File: src/hw/lms_pkg.sv
//======================================================================
// LMS front end shared widths, counts and sample types
//======================================================================

`default_nettype none

package lms_pkg;

   // Transceiver channels per board
   localparam int NUM_CHAN = 2;

   // Chip-side and core-side word widths
   localparam int SAMPLE_W = 12;   // LMS sample bus
   localparam int ADC_W    = 14;   // Core ADC port
   localparam int DAC_W    = 16;   // Core DAC port

   // SPI slaves sharing the one master
   localparam int NUM_SPI_SLAVES = 3;
   localparam int SPI_DAC        = 0;
   localparam int SPI_LMS1       = 1;
   localparam int SPI_LMS2       = 2;

   // Clock-ready history depth
   localparam int READY_SYNC_LEN = 6;

   // LED word, top bit is the Ethernet LED
   localparam int LED_W = 6;

   // Board LEDs are active low, Ethernet LED is not
   localparam logic [LED_W-1:0] LED_POLARITY_MASK = 6'b011111;

   typedef logic [SAMPLE_W-1:0] sample_t;     // Chip-side sample
   typedef logic [ADC_W-1:0]    adc_word_t;   // Core ADC word
   typedef logic [DAC_W-1:0]    dac_word_t;   // Core DAC word

endpackage

`default_nettype wire

File: src/hw/board_status.sv
//======================================================================
// Board status, clock generator reset pulse and LED polarity outputs
//======================================================================

`timescale 1ns/1ps
`default_nettype none

module board_status
   import lms_pkg::*;
(
   input  wire              dsp_clk,
   input  wire              rst_i,
   input  wire              clock_ready_i,
   input  wire  [LED_W-1:0] leds_i,
   output logic             pll_rst_o,
   output logic [LED_W-2:0] leds_n_o,
   output logic             eth_led_o
);

   logic [READY_SYNC_LEN-1:0] ready_hist_q;
   logic [LED_W-1:0]          leds_q;

   // Newest sample enters at bit 0
   always_ff @(posedge dsp_clk)
   begin
      if (rst_i)
         ready_hist_q <= '0;
      else
         ready_hist_q <= {ready_hist_q[READY_SYNC_LEN-2:0], clock_ready_i};
   end

   // Pulse lasts while the rising edge travels through the history
   assign pll_rst_o = (|ready_hist_q) & ~(&ready_hist_q);

   always_ff @(posedge dsp_clk)
   begin
      if (rst_i)
         leds_q <= LED_POLARITY_MASK;   // All LEDs off
      else
         leds_q <= leds_i ^ LED_POLARITY_MASK;
   end

   assign leds_n_o  = leds_q[LED_W-2:0];
   assign eth_led_o = leds_q[LED_W-1];   // Keeps core polarity

endmodule

`default_nettype wire

File: src/hw/lms_frontend_top.sv
//======================================================================
// LMS front end top, radio-facing edge between the DSP core and the
// two LMS transceivers, SPI slaves and board status pins
//======================================================================

`timescale 1ns/1ps
`default_nettype none

module lms_frontend_top
   import lms_pkg::*;
(
   input  wire                       dsp_clk,
   input  wire                       rst_i,

   // Receive channels from the LMS chips
   input  logic                      rx_iqsel_i [NUM_CHAN],
   input  sample_t                   rx_data_i  [NUM_CHAN],
   output adc_word_t                 adc_i_o    [NUM_CHAN],
   output adc_word_t                 adc_q_o    [NUM_CHAN],

   // Transmit channels to the LMS chips
   input  dac_word_t                 dac_i_i    [NUM_CHAN],
   input  dac_word_t                 dac_q_i    [NUM_CHAN],
   output sample_t                   tx_data_o  [NUM_CHAN],
   output logic                      tx_iqsel_o [NUM_CHAN],

   // SPI master side and slave side
   input  wire                       spi_sclk_i,
   input  wire                       spi_mosi_i,
   input  wire  [NUM_SPI_SLAVES-1:0] spi_sen_n_i,
   input  wire  [NUM_SPI_SLAVES-1:0] spi_miso_i,
   output logic [NUM_SPI_SLAVES-1:0] slave_sclk_o,
   output logic [NUM_SPI_SLAVES-1:0] slave_mosi_o,
   output logic                      spi_miso_o,

   // Clock generator and LEDs
   input  wire                       clock_ready_i,
   input  wire  [LED_W-1:0]          leds_i,
   output logic                      pll_rst_o,
   output logic [LED_W-2:0]          leds_n_o,
   output logic                      eth_led_o
);

   lms_rx_capture u_rx_capture
   (
      .dsp_clk    (dsp_clk),
      .rst_i      (rst_i),
      .rx_iqsel_i (rx_iqsel_i),
      .rx_data_i  (rx_data_i),
      .adc_i_o    (adc_i_o),
      .adc_q_o    (adc_q_o)
   );

   lms_tx_interleave u_tx_interleave
   (
      .dsp_clk    (dsp_clk),
      .rst_i      (rst_i),
      .dac_i_i    (dac_i_i),
      .dac_q_i    (dac_q_i),
      .tx_data_o  (tx_data_o),
      .tx_iqsel_o (tx_iqsel_o)
   );

   // Combinational, no clock
   spi_select u_spi_select
   (
      .spi_sclk_i   (spi_sclk_i),
      .spi_mosi_i   (spi_mosi_i),
      .spi_sen_n_i  (spi_sen_n_i),
      .spi_miso_i   (spi_miso_i),
      .slave_sclk_o (slave_sclk_o),
      .slave_mosi_o (slave_mosi_o),
      .spi_miso_o   (spi_miso_o)
   );

   board_status u_board_status
   (
      .dsp_clk       (dsp_clk),
      .rst_i         (rst_i),
      .clock_ready_i (clock_ready_i),
      .leds_i        (leds_i),
      .pll_rst_o     (pll_rst_o),
      .leds_n_o      (leds_n_o),
      .eth_led_o     (eth_led_o)
   );

endmodule

`default_nettype wire

File: src/hw/lms_rx_capture.sv
//======================================================================
// LMS receive capture, splits the I/Q muxed sample bus of each channel
// into core-width I and Q words
//======================================================================

`timescale 1ns/1ps
`default_nettype none

module lms_rx_capture
   import lms_pkg::*;
(
   input  wire       dsp_clk,
   input  wire       rst_i,
   input  logic      rx_iqsel_i [NUM_CHAN],   // Low for I, high for Q
   input  sample_t   rx_data_i  [NUM_CHAN],
   output adc_word_t adc_i_o    [NUM_CHAN],
   output adc_word_t adc_q_o    [NUM_CHAN]
);

   localparam int PAD_W = ADC_W - SAMPLE_W;

   genvar ch;

   generate
      for (ch = 0; ch < NUM_CHAN; ch++)
      begin : g_chan
         adc_word_t sample_ext;
         adc_word_t i_q;
         adc_word_t q_q;

         // Samples are unsigned on this bus, so pad with zeros
         assign sample_ext = {{PAD_W{1'b0}}, rx_data_i[ch]};

         always_ff @(posedge dsp_clk)
         begin
            if (rst_i)
            begin
               i_q <= '0;
               q_q <= '0;
            end
            else if (rx_iqsel_i[ch] == 1'b0)
               i_q <= sample_ext;
            else
               q_q <= sample_ext;   // Other word holds
         end

         assign adc_i_o[ch] = i_q;
         assign adc_q_o[ch] = q_q;
      end
   endgenerate

endmodule

`default_nettype wire

File: src/hw/lms_tx_interleave.sv
//======================================================================
// LMS transmit interleave, sends I and Q words of each channel on
// alternate cycles with the matching select line
//======================================================================

`timescale 1ns/1ps
`default_nettype none

module lms_tx_interleave
   import lms_pkg::*;
(
   input  wire       dsp_clk,
   input  wire       rst_i,
   input  dac_word_t dac_i_i    [NUM_CHAN],
   input  dac_word_t dac_q_i    [NUM_CHAN],
   output sample_t   tx_data_o  [NUM_CHAN],
   output logic      tx_iqsel_o [NUM_CHAN]
);

   // Half-rate phase, low means the next load is I
   logic phase_q;

   always_ff @(posedge dsp_clk)
   begin
      if (rst_i)
         phase_q <= 1'b0;
      else
         phase_q <= ~phase_q;
   end

   genvar ch;

   generate
      for (ch = 0; ch < NUM_CHAN; ch++)
      begin : g_chan
         sample_t data_q;
         logic    iqsel_q;

         // Only the low bits reach the chip DAC
         always_ff @(posedge dsp_clk)
         begin
            if (rst_i)
            begin
               data_q  <= '0;
               iqsel_q <= 1'b1;   // Looks like Q so the first word is I
            end
            else if (phase_q == 1'b0)
            begin
               data_q  <= dac_i_i[ch][SAMPLE_W-1:0];
               iqsel_q <= 1'b0;
            end
            else
            begin
               data_q  <= dac_q_i[ch][SAMPLE_W-1:0];
               iqsel_q <= 1'b1;
            end
         end

         assign tx_data_o[ch]  = data_q;
         assign tx_iqsel_o[ch] = iqsel_q;
      end
   endgenerate

endmodule

`default_nettype wire

File: src/hw/spi_select.sv
//======================================================================
// SPI fan-out, gates the shared master to each slave and merges MISO
//======================================================================

`timescale 1ns/1ps
`default_nettype none

module spi_select
   import lms_pkg::*;
(
   input  wire                       spi_sclk_i,
   input  wire                       spi_mosi_i,
   input  wire  [NUM_SPI_SLAVES-1:0] spi_sen_n_i,    // Active-low enables
   input  wire  [NUM_SPI_SLAVES-1:0] spi_miso_i,
   output logic [NUM_SPI_SLAVES-1:0] slave_sclk_o,
   output logic [NUM_SPI_SLAVES-1:0] slave_mosi_o,
   output logic                      spi_miso_o
);

   logic [NUM_SPI_SLAVES-1:0] slave_en;
   logic [NUM_SPI_SLAVES-1:0] miso_gated;

   assign slave_en = ~spi_sen_n_i;

   genvar s;

   generate
      for (s = 0; s < NUM_SPI_SLAVES; s++)
      begin : g_slave
         // Idle slaves see clock and data held low
         assign slave_sclk_o[s] = slave_en[s] ? spi_sclk_i : 1'b0;
         assign slave_mosi_o[s] = slave_en[s] ? spi_mosi_i : 1'b0;

         // Unselected slaves may float MISO
         assign miso_gated[s] = slave_en[s] & spi_miso_i[s];
      end
   endgenerate

   assign spi_miso_o = |miso_gated;

endmodule

`default_nettype wire

File: config.mk
export PLATFORM = sky130hd
export DESIGN_NAME = lms_frontend_top
export DESIGN_NICKNAME = d
export VERILOG_FILES = /design/src/hw/lms_pkg.sv /design/src/hw/board_status.sv /design/src/hw/lms_frontend_top.sv /design/src/hw/lms_rx_capture.sv /design/src/hw/lms_tx_interleave.sv /design/src/hw/spi_select.sv
export SDC_FILE = /design/constraint.sdc
export NUM_CORES = 1
export LEC_CHECK = 0
export BUFFER_PORTS_ARGS = -buffer_cell sky130_fd_sc_hd__buf_2
export CAP_MARGIN = 15
export CORE_MARGIN = 2
export CORE_UTILIZATION = 47
export CTS_BUF_LIST = sky130_fd_sc_hd__clkbuf_4 sky130_fd_sc_hd__clkbuf_8
export DETAILED_ROUTE_END_ITERATION = 10
export HOLD_SLACK_MARGIN = 0.15
export PLACE_DENSITY = 0.88
export RECOVER_POWER = 50
export SYNTH_ARGS = -nofsm -noshare
export SYNTH_HDL_FRONTEND = slang
export SYNTH_SLANG_ARGS = --single-unit
File: constraint.sdc
create_clock -name dsp_clk -period 3.3 [get_ports dsp_clk]
set_clock_uncertainty 0.15 [all_clocks]
set_input_delay 0.495 -clock dsp_clk [delete_from_list [all_inputs] [get_ports dsp_clk]]
set_output_delay 0.495 -clock dsp_clk [all_outputs]
set_load 0.01 [all_outputs]
==> flow_summary_export.csv, run 1 <==
group,metric,value,unit
floorplan,coreArea,6420,sq um
worst_hold_path,hp-class,"input port to flip-flop",
sta,max_freq,481,MHz
logic_synthesis,ys_warn_count,0,
setup_path,slowest_delay,1.21,ns
power_and_ir_drop,peakVddDrop,0.253,mV
sta,slew_headroom,-15.0,%
clock_tree,hold_buffers,0,
status,violations,"capacitance limit, slew limit",
global_route,grt_pass1_vias,2443,
routing,via_per_inst,4.68,
layout,fin_cells,540,
floorplan,start_util,49.3,%
floorplan,fp.dieW,86.1,um
sta,hold_viol_final,0,
clock_tree,cts_resized,0,
setup_path,start_kind,"input port",
clock_tree,cts_setup_buffers,0,
routing,routed_wl,7010,um
routing,post-route-drc-count,0,
global_route,grt_use_total,18.8,%
routing,vias,2526,
floorplan,die_area,7410,sq um
logic_synthesis,ys_seq_area_share,54.4,%
status,status,"complete, but fails checks",
floorplan,die_h,86.1,um
global_route,antenna_found_initial,0,
setup_path,crit_chain,"clkbuf_1 -> buf_12 -> nor2_1",
sta,fin_crit_sh,63.0,%
logic_synthesis,synth_cell_types,18,
global_route,grt_pass1_wl,11000,um
placement,gp_congestion,0.793,
clock_tree,numCtsBuffers,9,
clock_tree,clk_latency,0.34,ns
clock_tree,clkSinkCount,86,
clock_tree,cts_root_buf,"clkbuf_8",
logic_synthesis,postSynthAreaPerCell,11.0,sq um
placement,dp_hpwl,5380,um
floorplan,placementRows,29,
sta,timing.final.max_slew_violations,42,
logic_synthesis,synth-seq-cells,86,
power_and_ir_drop,p_per_area,528,nW/um^2
floorplan,io_pins,203,
clock_tree,clk_pin_slew,0.08,ns
setup_path,crit_fanout,44,
run,maxCapViolations,1,
logic_synthesis,syn-instance-count,288,
routing,postRouteAntennaNets,0,
clock_tree,cts_tree,"built",
sta,fin_tns_setup,0,ns
setup_path,arrival,2.14,ns
setup_path,endpoint_kind,"flip-flop",
routing,drtPass1Iterations,4,
placement,port_buffers,178,
sta,setup_viol,0,
sta,period_minus_slack,2.08,ns
layout,drive_above_1_share,39.5,%
sta,worst-slew-pin-transition,1.72,ns
logic_synthesis,syn-cell-area,3170,sq um
setup_path,worst_path_max_delay_cell,"clkbuf_1",
layout,n_fill_cell,528,
routing,initialDrtViolationCount,40,
placement,placed_cells,524,
routing,wl_per_cell,13.0,um
power_and_ir_drop,p_leak,2.17,nW
clock_tree,clockBufferDepth,2,
global_route,grt-ovfl-total,0,
layout,areaGrowthSynthToFinish,30.2,%
setup_path,critPathRequiredTime,3.36,ns
global_route,grt_max_degree,45,
setup_path,crit_type,"input port to flip-flop",
setup_path,critPathTopFamily,"buffers and inverters",
sta,rsz0062_at_grt,"false",
clock_tree,h-tree-depth,3,
layout,antenna_cells,0,
setup_path,path_buf_inv,2,
layout,final_nets,565,
power by group:
group / internal [mW] / total [mW] / switching (mW)
sequential: 1.10 / 1.12 / 0.0236
clock: 0.408 / 0.753 / 0.345
combinational: 0.143 / 0.302 / 0.159
total: 1.65 / 2.18 / 0.527
cell type report:
cell class              instances  area [sq um]  share of cell area (%)
flip-flops and latches         86          1720                    41.7
clock inverters                 3          42.5                    1.03
repair buffers                180           900                    21.8
clock buffers                  13           166                    4.04
multi-input cells             178          1190                    28.8
well taps                      77          96.3                    2.34
inverters                       3          11.3                   0.273
synthesized netlist by cell type (all sizes together):
master | count | share of area [%]
nand2b | 6 | 1.2
inv | 3 | 0.36
mux2i | 72 | 23
a2bb2oi | 1 | 0.28
nor2b | 13 | 2.6
dfxtp | 86 | 54
nand4 | 1 | 0.20
o221ai | 1 | 0.28
buf | 26 | 8.4
conb | 1 | 0.12
clkbuf | 2 | 0.24
nor2 | 74 | 8.9
nand2 | 1 | 0.12
nor4 | 1 | 0.20
per-layer routing:
layer	GRT usage (%)	wire length, um	vias up
met2	33.2	3580	114
met3	6.54	624	12
met1	19.9	2660	1148
met5	0	0	-
met4	8.95	146	0
li1	-	-	1252
final timing paths:
check	start	endpoint	slack, ns	depth (start not counted)
min reg2reg	u_board_status.ready_hist_q[3]$_SDFF_PP0_	u_board_status.ready_hist_q[4]$_SDFF_PP0_	0.33	1
max reg2reg	u_tx_interleave.phase_q$_SDFF_PP0_	u_tx_interleave.g_chan[0].data_q[8]$_SDFF_PP0_	1.95	3
min	leds_i[3]	u_board_status.leds_q[3]$_SDFF_PP1_	0.17	2
max	rst_i	u_tx_interleave.phase_q$_SDFF_PP0_	1.22	3
cell usage in the layout, fill, tap and decap left out:
cell        count
bufinv_16       1
clkbuf_8       11
nand4_1         1
o221ai_1        1
conb_1          8
nor4_1          1
clkinvlp_4      1
nand2b_1        6
inv_1           3
a2bb2oi_1       1
buf_2         163
clkinv_2        1
nor2_1         72
buf_4           1
dfxtp_1        86
nor2b_1        13
clkbuf_4        2
buf_12          1
mux2i_1        72
nand2_1         1
clkbuf_1       15
nor2_2          2
kinds of logic (layout without fill, tap and decap cells):
group	after synthesis	count (layout)	synth area share (%)
AND/OR/NAND/NOR	96	96	13.2
flip-flops	86	86	54.4
buffers and inverters	31	199	9.01
multiplexers	72	72	22.8
other	1	8	0.118
AO/OA/AOI/OAI	2	2	0.553
per-stage QoR:
stage | power [mW] | hold slack (ns) | area [sq um] | utilization [%] | setup slack [ns]
floorplan | 1.34 | 0.310 | 3190 | - | 1.87
detailed placement | 1.46 | 0.324 | 3930 | 61.3 | 1.53
CTS | 2.20 | 0.150 | 4140 | 64.5 | 1.44
finish | 2.18 | 0.173 | 4120 | 64.2 | 1.22
global route | 2.28 | 0.154 | 4120 | 64.2 | 1.03
global placement | 1.44 | 0.318 | 3930 | 61.3 | 1.53
registers in the layout (all words and copies together), names as in the netlist:
signal / cells
u_rx_capture.g_chan.i_q: 24
u_rx_capture.g_chan.q_q: 24
u_tx_interleave.g_chan.data_q: 24
u_board_status.leds_q: 6
u_board_status.ready_hist_q: 6
u_tx_interleave.g_chan.iqsel_q: 1
u_tx_interleave.phase_q: 1
(Power assumes the default switching activity.)
==> run 2: changes to the inputs <==
--- a/config.mk
+++ b/config.mk
@@ -5,14 +5,15 @@
 export SDC_FILE = /design/constraint.sdc
 export NUM_CORES = 1
 export LEC_CHECK = 0
+export ABC_AREA = 1
 export BUFFER_PORTS_ARGS = -buffer_cell sky130_fd_sc_hd__buf_2
 export CAP_MARGIN = 15
 export CORE_MARGIN = 2
-export CORE_UTILIZATION = 47
+export CORE_UTILIZATION = 44
 export CTS_BUF_LIST = sky130_fd_sc_hd__clkbuf_4 sky130_fd_sc_hd__clkbuf_8
 export DETAILED_ROUTE_END_ITERATION = 10
 export HOLD_SLACK_MARGIN = 0.15
-export PLACE_DENSITY = 0.88
+export PLACE_DENSITY = 0.82
 export RECOVER_POWER = 50
 export SYNTH_ARGS = -nofsm -noshare
 export SYNTH_HDL_FRONTEND = slang
==> constraint.sdc (replaced) <==
create_clock -name dsp_clk -period 2.1 [get_ports dsp_clk]
set_clock_uncertainty 0.15 [all_clocks]
set_input_delay 0.315 -clock dsp_clk [delete_from_list [all_inputs] [get_ports dsp_clk]]
set_output_delay 0.315 -clock dsp_clk [all_outputs]
set_load 0.01 [all_outputs]
==> run 2 against run 1 <==
Against the previous run: the flow now finishes without violations; die area grew 8.5%; design area grew 22%; global-route usage grew 4.4 points; utilization grew 5.7 points.
==> flow_summary_export.csv, run 2 <==
group,metric,value,unit
setup_path,rrSetupSlack,0.16,ns
logic_synthesis,synthFlopType,"dfxtp_1",
routing,wl_per_cell,13.7,um
global_route,grt_use_total,23.1,%
logic_synthesis,synth_cell_types,18,
routing,initialDrtViolationCount,120,
logic_synthesis,synth_top_family_by_area,"simple AND/OR/NAND/NOR gates",
layout,top_regs,"u_rx_capture.g_chan.i_q (24), u_rx_capture.g_chan.q_q (24), u_tx_interleave.g_chan.data_q (24)",
placement,post-place-ws,0.525,ns
floorplan,io_pins,203,
setup_path,critPathRequiredTime,2.23,ns
power_and_ir_drop,p_per_area,743,nW/um^2
logic_synthesis,async_reset_ff_share,0,%
logic_synthesis,yosysMostFrequentCell,"nor2_1",
logic_synthesis,postSynthAreaPerCell,8.38,sq um
logic_synthesis,synth_compound_area_share,7.79,%
clock_tree,cts_setup_buffers,0,
power_and_ir_drop,p_leak,2.49,nW
setup_path,crit_start,"u_tx_interleave.phase_q$_SDFF_PP0_",
sta,rsz0062_at_grt,"false",
clock_tree,numCtsBuffers,9,
logic_synthesis,synth_simple_gate_area_share,28.4,%
setup_path,crit_type,"flip-flop to flip-flop",
setup_path,worst_path_max_delay_cell,"dlygate4sd3_1",
floorplan,die_h,89.7,um
power_and_ir_drop,peakVddDrop,0.424,mV
setup_path,critPathTopFamily,"buffers and inverters",
placement,dp_hpwl,5530,um
sta,fin_crit_sh,92.2,%
status,status,"completed",
setup_path,start_kind,"flip-flop",
setup_path,ff2ff_path_depth,4,
global_route,grt_pass1_vias,3121,
global_route,antenna_found_initial,0,
setup_path,slowest_delay,0.55,ns
clock_tree,clk_pin_slew,0.09,ns
clock_tree,cts_resized,0,
layout,final_cell_area,5020,sq um
sta,setup_viol,0,
global_route,grt_max_degree,78,
logic_synthesis,synth_edf_count,0,
sta,timing.final.max_slew_violations,0,
clock_tree,cts_root_buf,"clkbuf_8",
routing,routed_wl,10100,um
routing,drtPass1Iterations,4,
run,maxCapViolations,0,
sta,hold_viol_final,0,
logic_synthesis,synth_top_cell_area_share,53.3,%
routing,postRouteAntennaNets,0,
clock_tree,clockBufferDepth,2,
logic_synthesis,syn-instance-count,385,
logic_synthesis,syn-cell-area,3230,sq um
setup_path,crit_chain,"buf_4 -> nand3_2 -> nand2_1 -> dlygate4sd3_1",
placement,port_buffers,178,
logic_synthesis,synthXorXnorAreaFrac,0,%
placement,gp_congestion,0.821,
setup_path,r2r-start,"u_tx_interleave.phase_q$_SDFF_PP0_",
layout,drive_above_1_share,28.0,%
setup_path,rr_endpoint,"u_tx_interleave.g_chan[0].data_q[1]$_SDFF_PP0_",
logic_synthesis,ys_top_cells_by_area,"dfxtp_1 (53%), nor2_1 (13%), nand3_2 (7.4%)",
routing,vias,3417,
logic_synthesis,synth_common_cells,"nor2_1 (112), dfxtp_1 (86), nand2_1 (60)",
layout,areaGrowthSynthToFinish,55.4,%
floorplan,coreArea,7180,sq um
sta,slew_headroom,51.0,%
layout,antenna_cells,0,
global_route,grt-ovfl-total,0,
setup_path,endpoint_kind,"flip-flop",
clock_tree,clkSinkCount,86,
floorplan,fp.dieW,89.7,um
routing,via_per_inst,4.63,
floorplan,die_area,8040,sq um
sta,worst-slew-pin-transition,0.734,ns
clock_tree,h-tree-depth,3,
floorplan,placementRows,31,
routing,post-route-drc-count,0,
layout,final_common_cell,"buf_2",
layout,final_nets,741,
setup_path,crit_fanout,22,
layout,utilization,69.9,%
logic_synthesis,synth-seq-cells,86,
layout,mostFrequentLayoutCells,"buf_2 (133), nor2_1 (112), dfxtp_1 (86)",
global_route,grt_pass1_wl,14300,um
setup_path,arrival,2.07,ns
sta,max_freq,517,MHz
setup_path,cp_num_cells,4,
sta,finalWorstSetupSlack,0.164,ns
layout,n_fill_cell,565,
worst_hold_path,hp-class,"flip-flop to flip-flop",
setup_path,path_buf_inv,2,
logic_synthesis,yosysTopAreaCell,"dfxtp_1",
placement,place_area,4020,sq um
floorplan,start_util,45.0,%
logic_synthesis,ys_warn_count,0,
logic_synthesis,ys_seq_area_share,53.3,%
sta,period_minus_slack,1.94,ns
sta,fin_tns_setup,0,ns
setup_path,crit_path_end,"u_tx_interleave.g_chan[0].data_q[1]$_SDFF_PP0_",
clock_tree,clk_latency,0.34,ns
logic_synthesis,synth_mux_area_share,0,%
logic_synthesis,synthAdderAreaFrac,0,%
clock_tree,cts_tree,"built",
run 2: through the flow:
| step | power, mW | instances | hold slack, ns |
|---|---|---|---|
| 2_1_floorplan | 2.11 | 392 | 0.234 |
| 3_3_place_gp | 2.30 | 639 | 0.272 |
| 3_5_place_dp | 2.32 | 639 | 0.279 |
| 4_1_cts | 3.74 | 738 | 0.153 |
| 5_1_grt | 3.88 | 738 | 0.314 |
| 6_report | 3.73 | 738 | 0.285 |
run 2: worst min-delay path by stage:
stage	slack (ns)	cells after the start	startpoint	to
floorplan	0.23	1	leds_i[0]	u_board_status.leds_q[0]$_SDFF_PP1_
global placement	0.27	2	u_board_status.ready_hist_q[3]$_SDFF_PP0_	u_board_status.ready_hist_q[4]$_SDFF_PP0_
detailed placement	0.28	2	u_board_status.ready_hist_q[1]$_SDFF_PP0_	u_board_status.ready_hist_q[2]$_SDFF_PP0_
CTS	0.15	2	rst_i	u_board_status.ready_hist_q[4]$_SDFF_PP0_
global route	0.31	2	u_board_status.ready_hist_q[0]$_SDFF_PP0_	u_board_status.ready_hist_q[1]$_SDFF_PP0_
finish	0.29	2	u_board_status.ready_hist_q[0]$_SDFF_PP0_	u_board_status.ready_hist_q[1]$_SDFF_PP0_
run 2: worst register-to-register path, cell delays in order (launching register included):
cell           delay [ns]
dfxtp_1              0.51
buf_4                0.41
nand3_2              0.14
nand2_1              0.11
dlygate4sd3_1        0.55
run 2: kinds of logic after synthesis:
kind of cell / Yosys count
compound gates: 49
buf+inv: 50
flops: 86
other cells: 1
simple gates: 199
run 2: layout make-up:
class	instances	area, sq um	share of cell area, %
flip-flops and latches	86	1720	34.3
well taps	99	124	2.47
inverters	18	72.6	1.45
repair buffers	263	1680	33.5
multi-input cells	256	1190	23.8
clock inverters	4	70.1	1.40
clock buffers	12	153	3.04
run 2: power breakdown:
part | internal [mW] | total, mW | switching, mW
Combinational | 0.304 | 0.638 | 0.335
Sequential | 1.74 | 1.79 | 0.0500
Clock | 0.727 | 1.30 | 0.571
run 2: timing repair:
action / 4_1_cts / 5_1_grt
hold endpoints to repair: 80 / 0
hold buffers: 83 / 0
setup endpoints to repair: 0 / 0
run 2: metal layers:
layer | track usage [%] | wire, um
met4 | 11.1 | 314
met5 | 0 | 0
met2 | 41.5 | 5040
met3 | 4.02 | 604
met1 | 26.5 | 4120
==> run 3: changes to the inputs <==
==> constraint.sdc (replaced) <==
create_clock -name dsp_clk -period 1.85 [get_ports dsp_clk]
set_clock_uncertainty 0.15 [all_clocks]
set_input_delay 0.2775 -clock dsp_clk [delete_from_list [all_inputs] [get_ports dsp_clk]]
set_output_delay 0.2775 -clock dsp_clk [all_outputs]
set_load 0.01 [all_outputs]
==> run 3 against run 2 <==
Against the previous run: flip-flop and latch count unchanged; worst setup slack improved by 0.035 ns; critical path type unchanged; via count rose by 1.3%; worst hold slack lost 0.0060 ns.
==> flow_summary_export.csv, run 3 (synthesized netlist as in run 2, its figures left out) <==
group,metric,value,unit
status,status,"completed",
layout,mostFrequentLayoutCells,"buf_2 (150), nor2_1 (112), dfxtp_1 (86)",
placement,gp_congestion,0.839,
layout,final_common_cell,"buf_2",
global_route,grt_use_total,24.7,%
sta,slew_headroom,43.1,%
routing,wl_per_cell,14.2,um
floorplan,io_pins,203,
routing,postRouteAntennaNets,0,
routing,drtPass1Iterations,4,
layout,fin_cells,741,
global_route,grt_max_degree,37,
layout,utilization,70.3,%
setup_path,arrival,1.78,ns
sta,fin_crit_sh,89.2,%
clock_tree,numCtsBuffers,9,
layout,antenna_cells,0,
floorplan,fp.dieW,89.7,um
global_route,grt-ovfl-total,0,
clock_tree,hold_buffers,82,
sta,max_freq,606,MHz
routing,via_per_inst,4.67,
floorplan,coreArea,7180,sq um
run,maxCapViolations,0,
placement,dp_hpwl,5830,um
clock_tree,cts_root_buf,"clkbuf_8",
global_route,grt_pass1_wl,15200,um
power_and_ir_drop,peakVddDrop,0.457,mV
floorplan,start_util,45.0,%
routing,routed_wl,10500,um
sta,hold_viol_final,0,
setup_path,crit_type,"flip-flop to flip-flop",
clock_tree,clockBufferDepth,2,
power_and_ir_drop,p_leak,2.51,nW
sta,finalWorstSetupSlack,0.200,ns
setup_path,critPathRequiredTime,1.98,ns
setup_path,start_kind,"flip-flop",
routing,post-route-drc-count,0,
sta,timing.final.max_slew_violations,0,
global_route,grt_pass1_vias,3280,
routing,initialDrtViolationCount,91,
placement,placed_cells,643,
layout,areaGrowthSynthToFinish,56.4,%
layout,top_regs,"u_rx_capture.g_chan.i_q (24), u_rx_capture.g_chan.q_q (24), u_tx_interleave.g_chan.data_q (24)",
placement,post-place-ws,0.393,ns
sta,fin_tns_setup,0,ns
layout,multi_input_area,1190,sq um
clock_tree,cts_tree,"built",
clock_tree,cts_resized,0,
layout,drive_above_1_share,30.8,%
placement,port_buffers,178,
layout,final_nets,744,
clock_tree,h-tree-depth,3,
setup_path,endpoint_kind,"flip-flop",
worst_hold_path,hp-class,"input port to flip-flop",
routing,vias,3460,
sta,worst-slew-pin-transition,0.853,ns
clock_tree,cts_setup_buffers,0,
clock_tree,clkSinkCount,86,
power_and_ir_drop,p_per_area,810,nW/um^2
sta,setup_viol,0,
sta,period_minus_slack,1.65,ns
clock_tree,clk_latency,0.33,ns
floorplan,die_area,8040,sq um
clock_tree,clk_pin_slew,0.09,ns
floorplan,placementRows,31,
global_route,antenna_found_initial,0,
setup_path,crit_fanout,26,
sta,rsz0062_at_grt,"false",
layout,n_fill_cell,546,
layout,seqCellArea,1720,sq um
floorplan,die_h,89.7,um
## run 3: cell types whose count changed in the layout (fill, tap and decap cells not counted), sizes merged
cell | previous run | this run
buf | 135 | 155
clkinvlp | 0 | 2
dlygate4sd3 | 83 | 82
clkbuf | 57 | 40
bufinv | 2 | 1
## run 3: through the flow
stage | instance area (sq um) | power (mW) | hold WS (ns)
finish | 5050 | 4.09 | 0.279
global route | 5050 | 4.28 | 0.291
CTS | 5090 | 4.10 | 0.171
detailed placement | 4070 | 2.65 | 0.278
global placement | 4070 | 2.62 | 0.271
floorplan | 3250 | 2.40 | 0.196
## run 3: worst max-delay path, stage by stage (launching register included)
cell	delay (ns)
dfxtp_1	0.41
nor2_8	0.34
nand2_1	0.10
nand2_1	0.06
dlygate4sd3_1	0.53
## run 3: layer usage
metal | vias up | track usage [%] | share of wire (%)
li1 | 1687 | - | -
met1 | 1557 | 26.4 | 37
met2 | 180 | 43.4 | 51
met3 | 36 | 7.40 | 8.0
met4 | 0 | 13.2 | 3.7
met5 | - | 0 | 0
## run 3: power by group
part	internal, mW	switching (mW)	leakage, nW	total [mW]
sequential	1.98	0.0559	0.715	2.03
combinational	0.343	0.380	1.70	0.722
clock	0.677	0.657	0.0990	1.33
## run 3: worst paths after layout
path	to	start	depth (start not counted)	slack, ns
setup / recovery	u_tx_interleave.g_chan[1].data_q[6]$_SDFF_PP0_	u_tx_interleave.phase_q$_SDFF_PP0_	4	0.20
hold / removal	u_rx_capture.g_chan[0].q_q[1]$_SDFFE_PP0P_	rx_iqsel_i[1]	3	0.28
setup reg to reg	u_tx_interleave.g_chan[1].data_q[6]$_SDFF_PP0_	u_tx_interleave.phase_q$_SDFF_PP0_	4	0.20
hold reg to reg	u_board_status.ready_hist_q[2]$_SDFF_PP0_	u_board_status.ready_hist_q[1]$_SDFF_PP0_	2	0.29
## run 3: area by class of cell
type	count	area share [%]
repair buffers	266	34.3
flip-flops and latches	86	34.1
multi-input cells	256	23.7
clock buffers	11	2.88
well taps	99	2.45
inverters	18	1.44
clock inverters	5	1.17
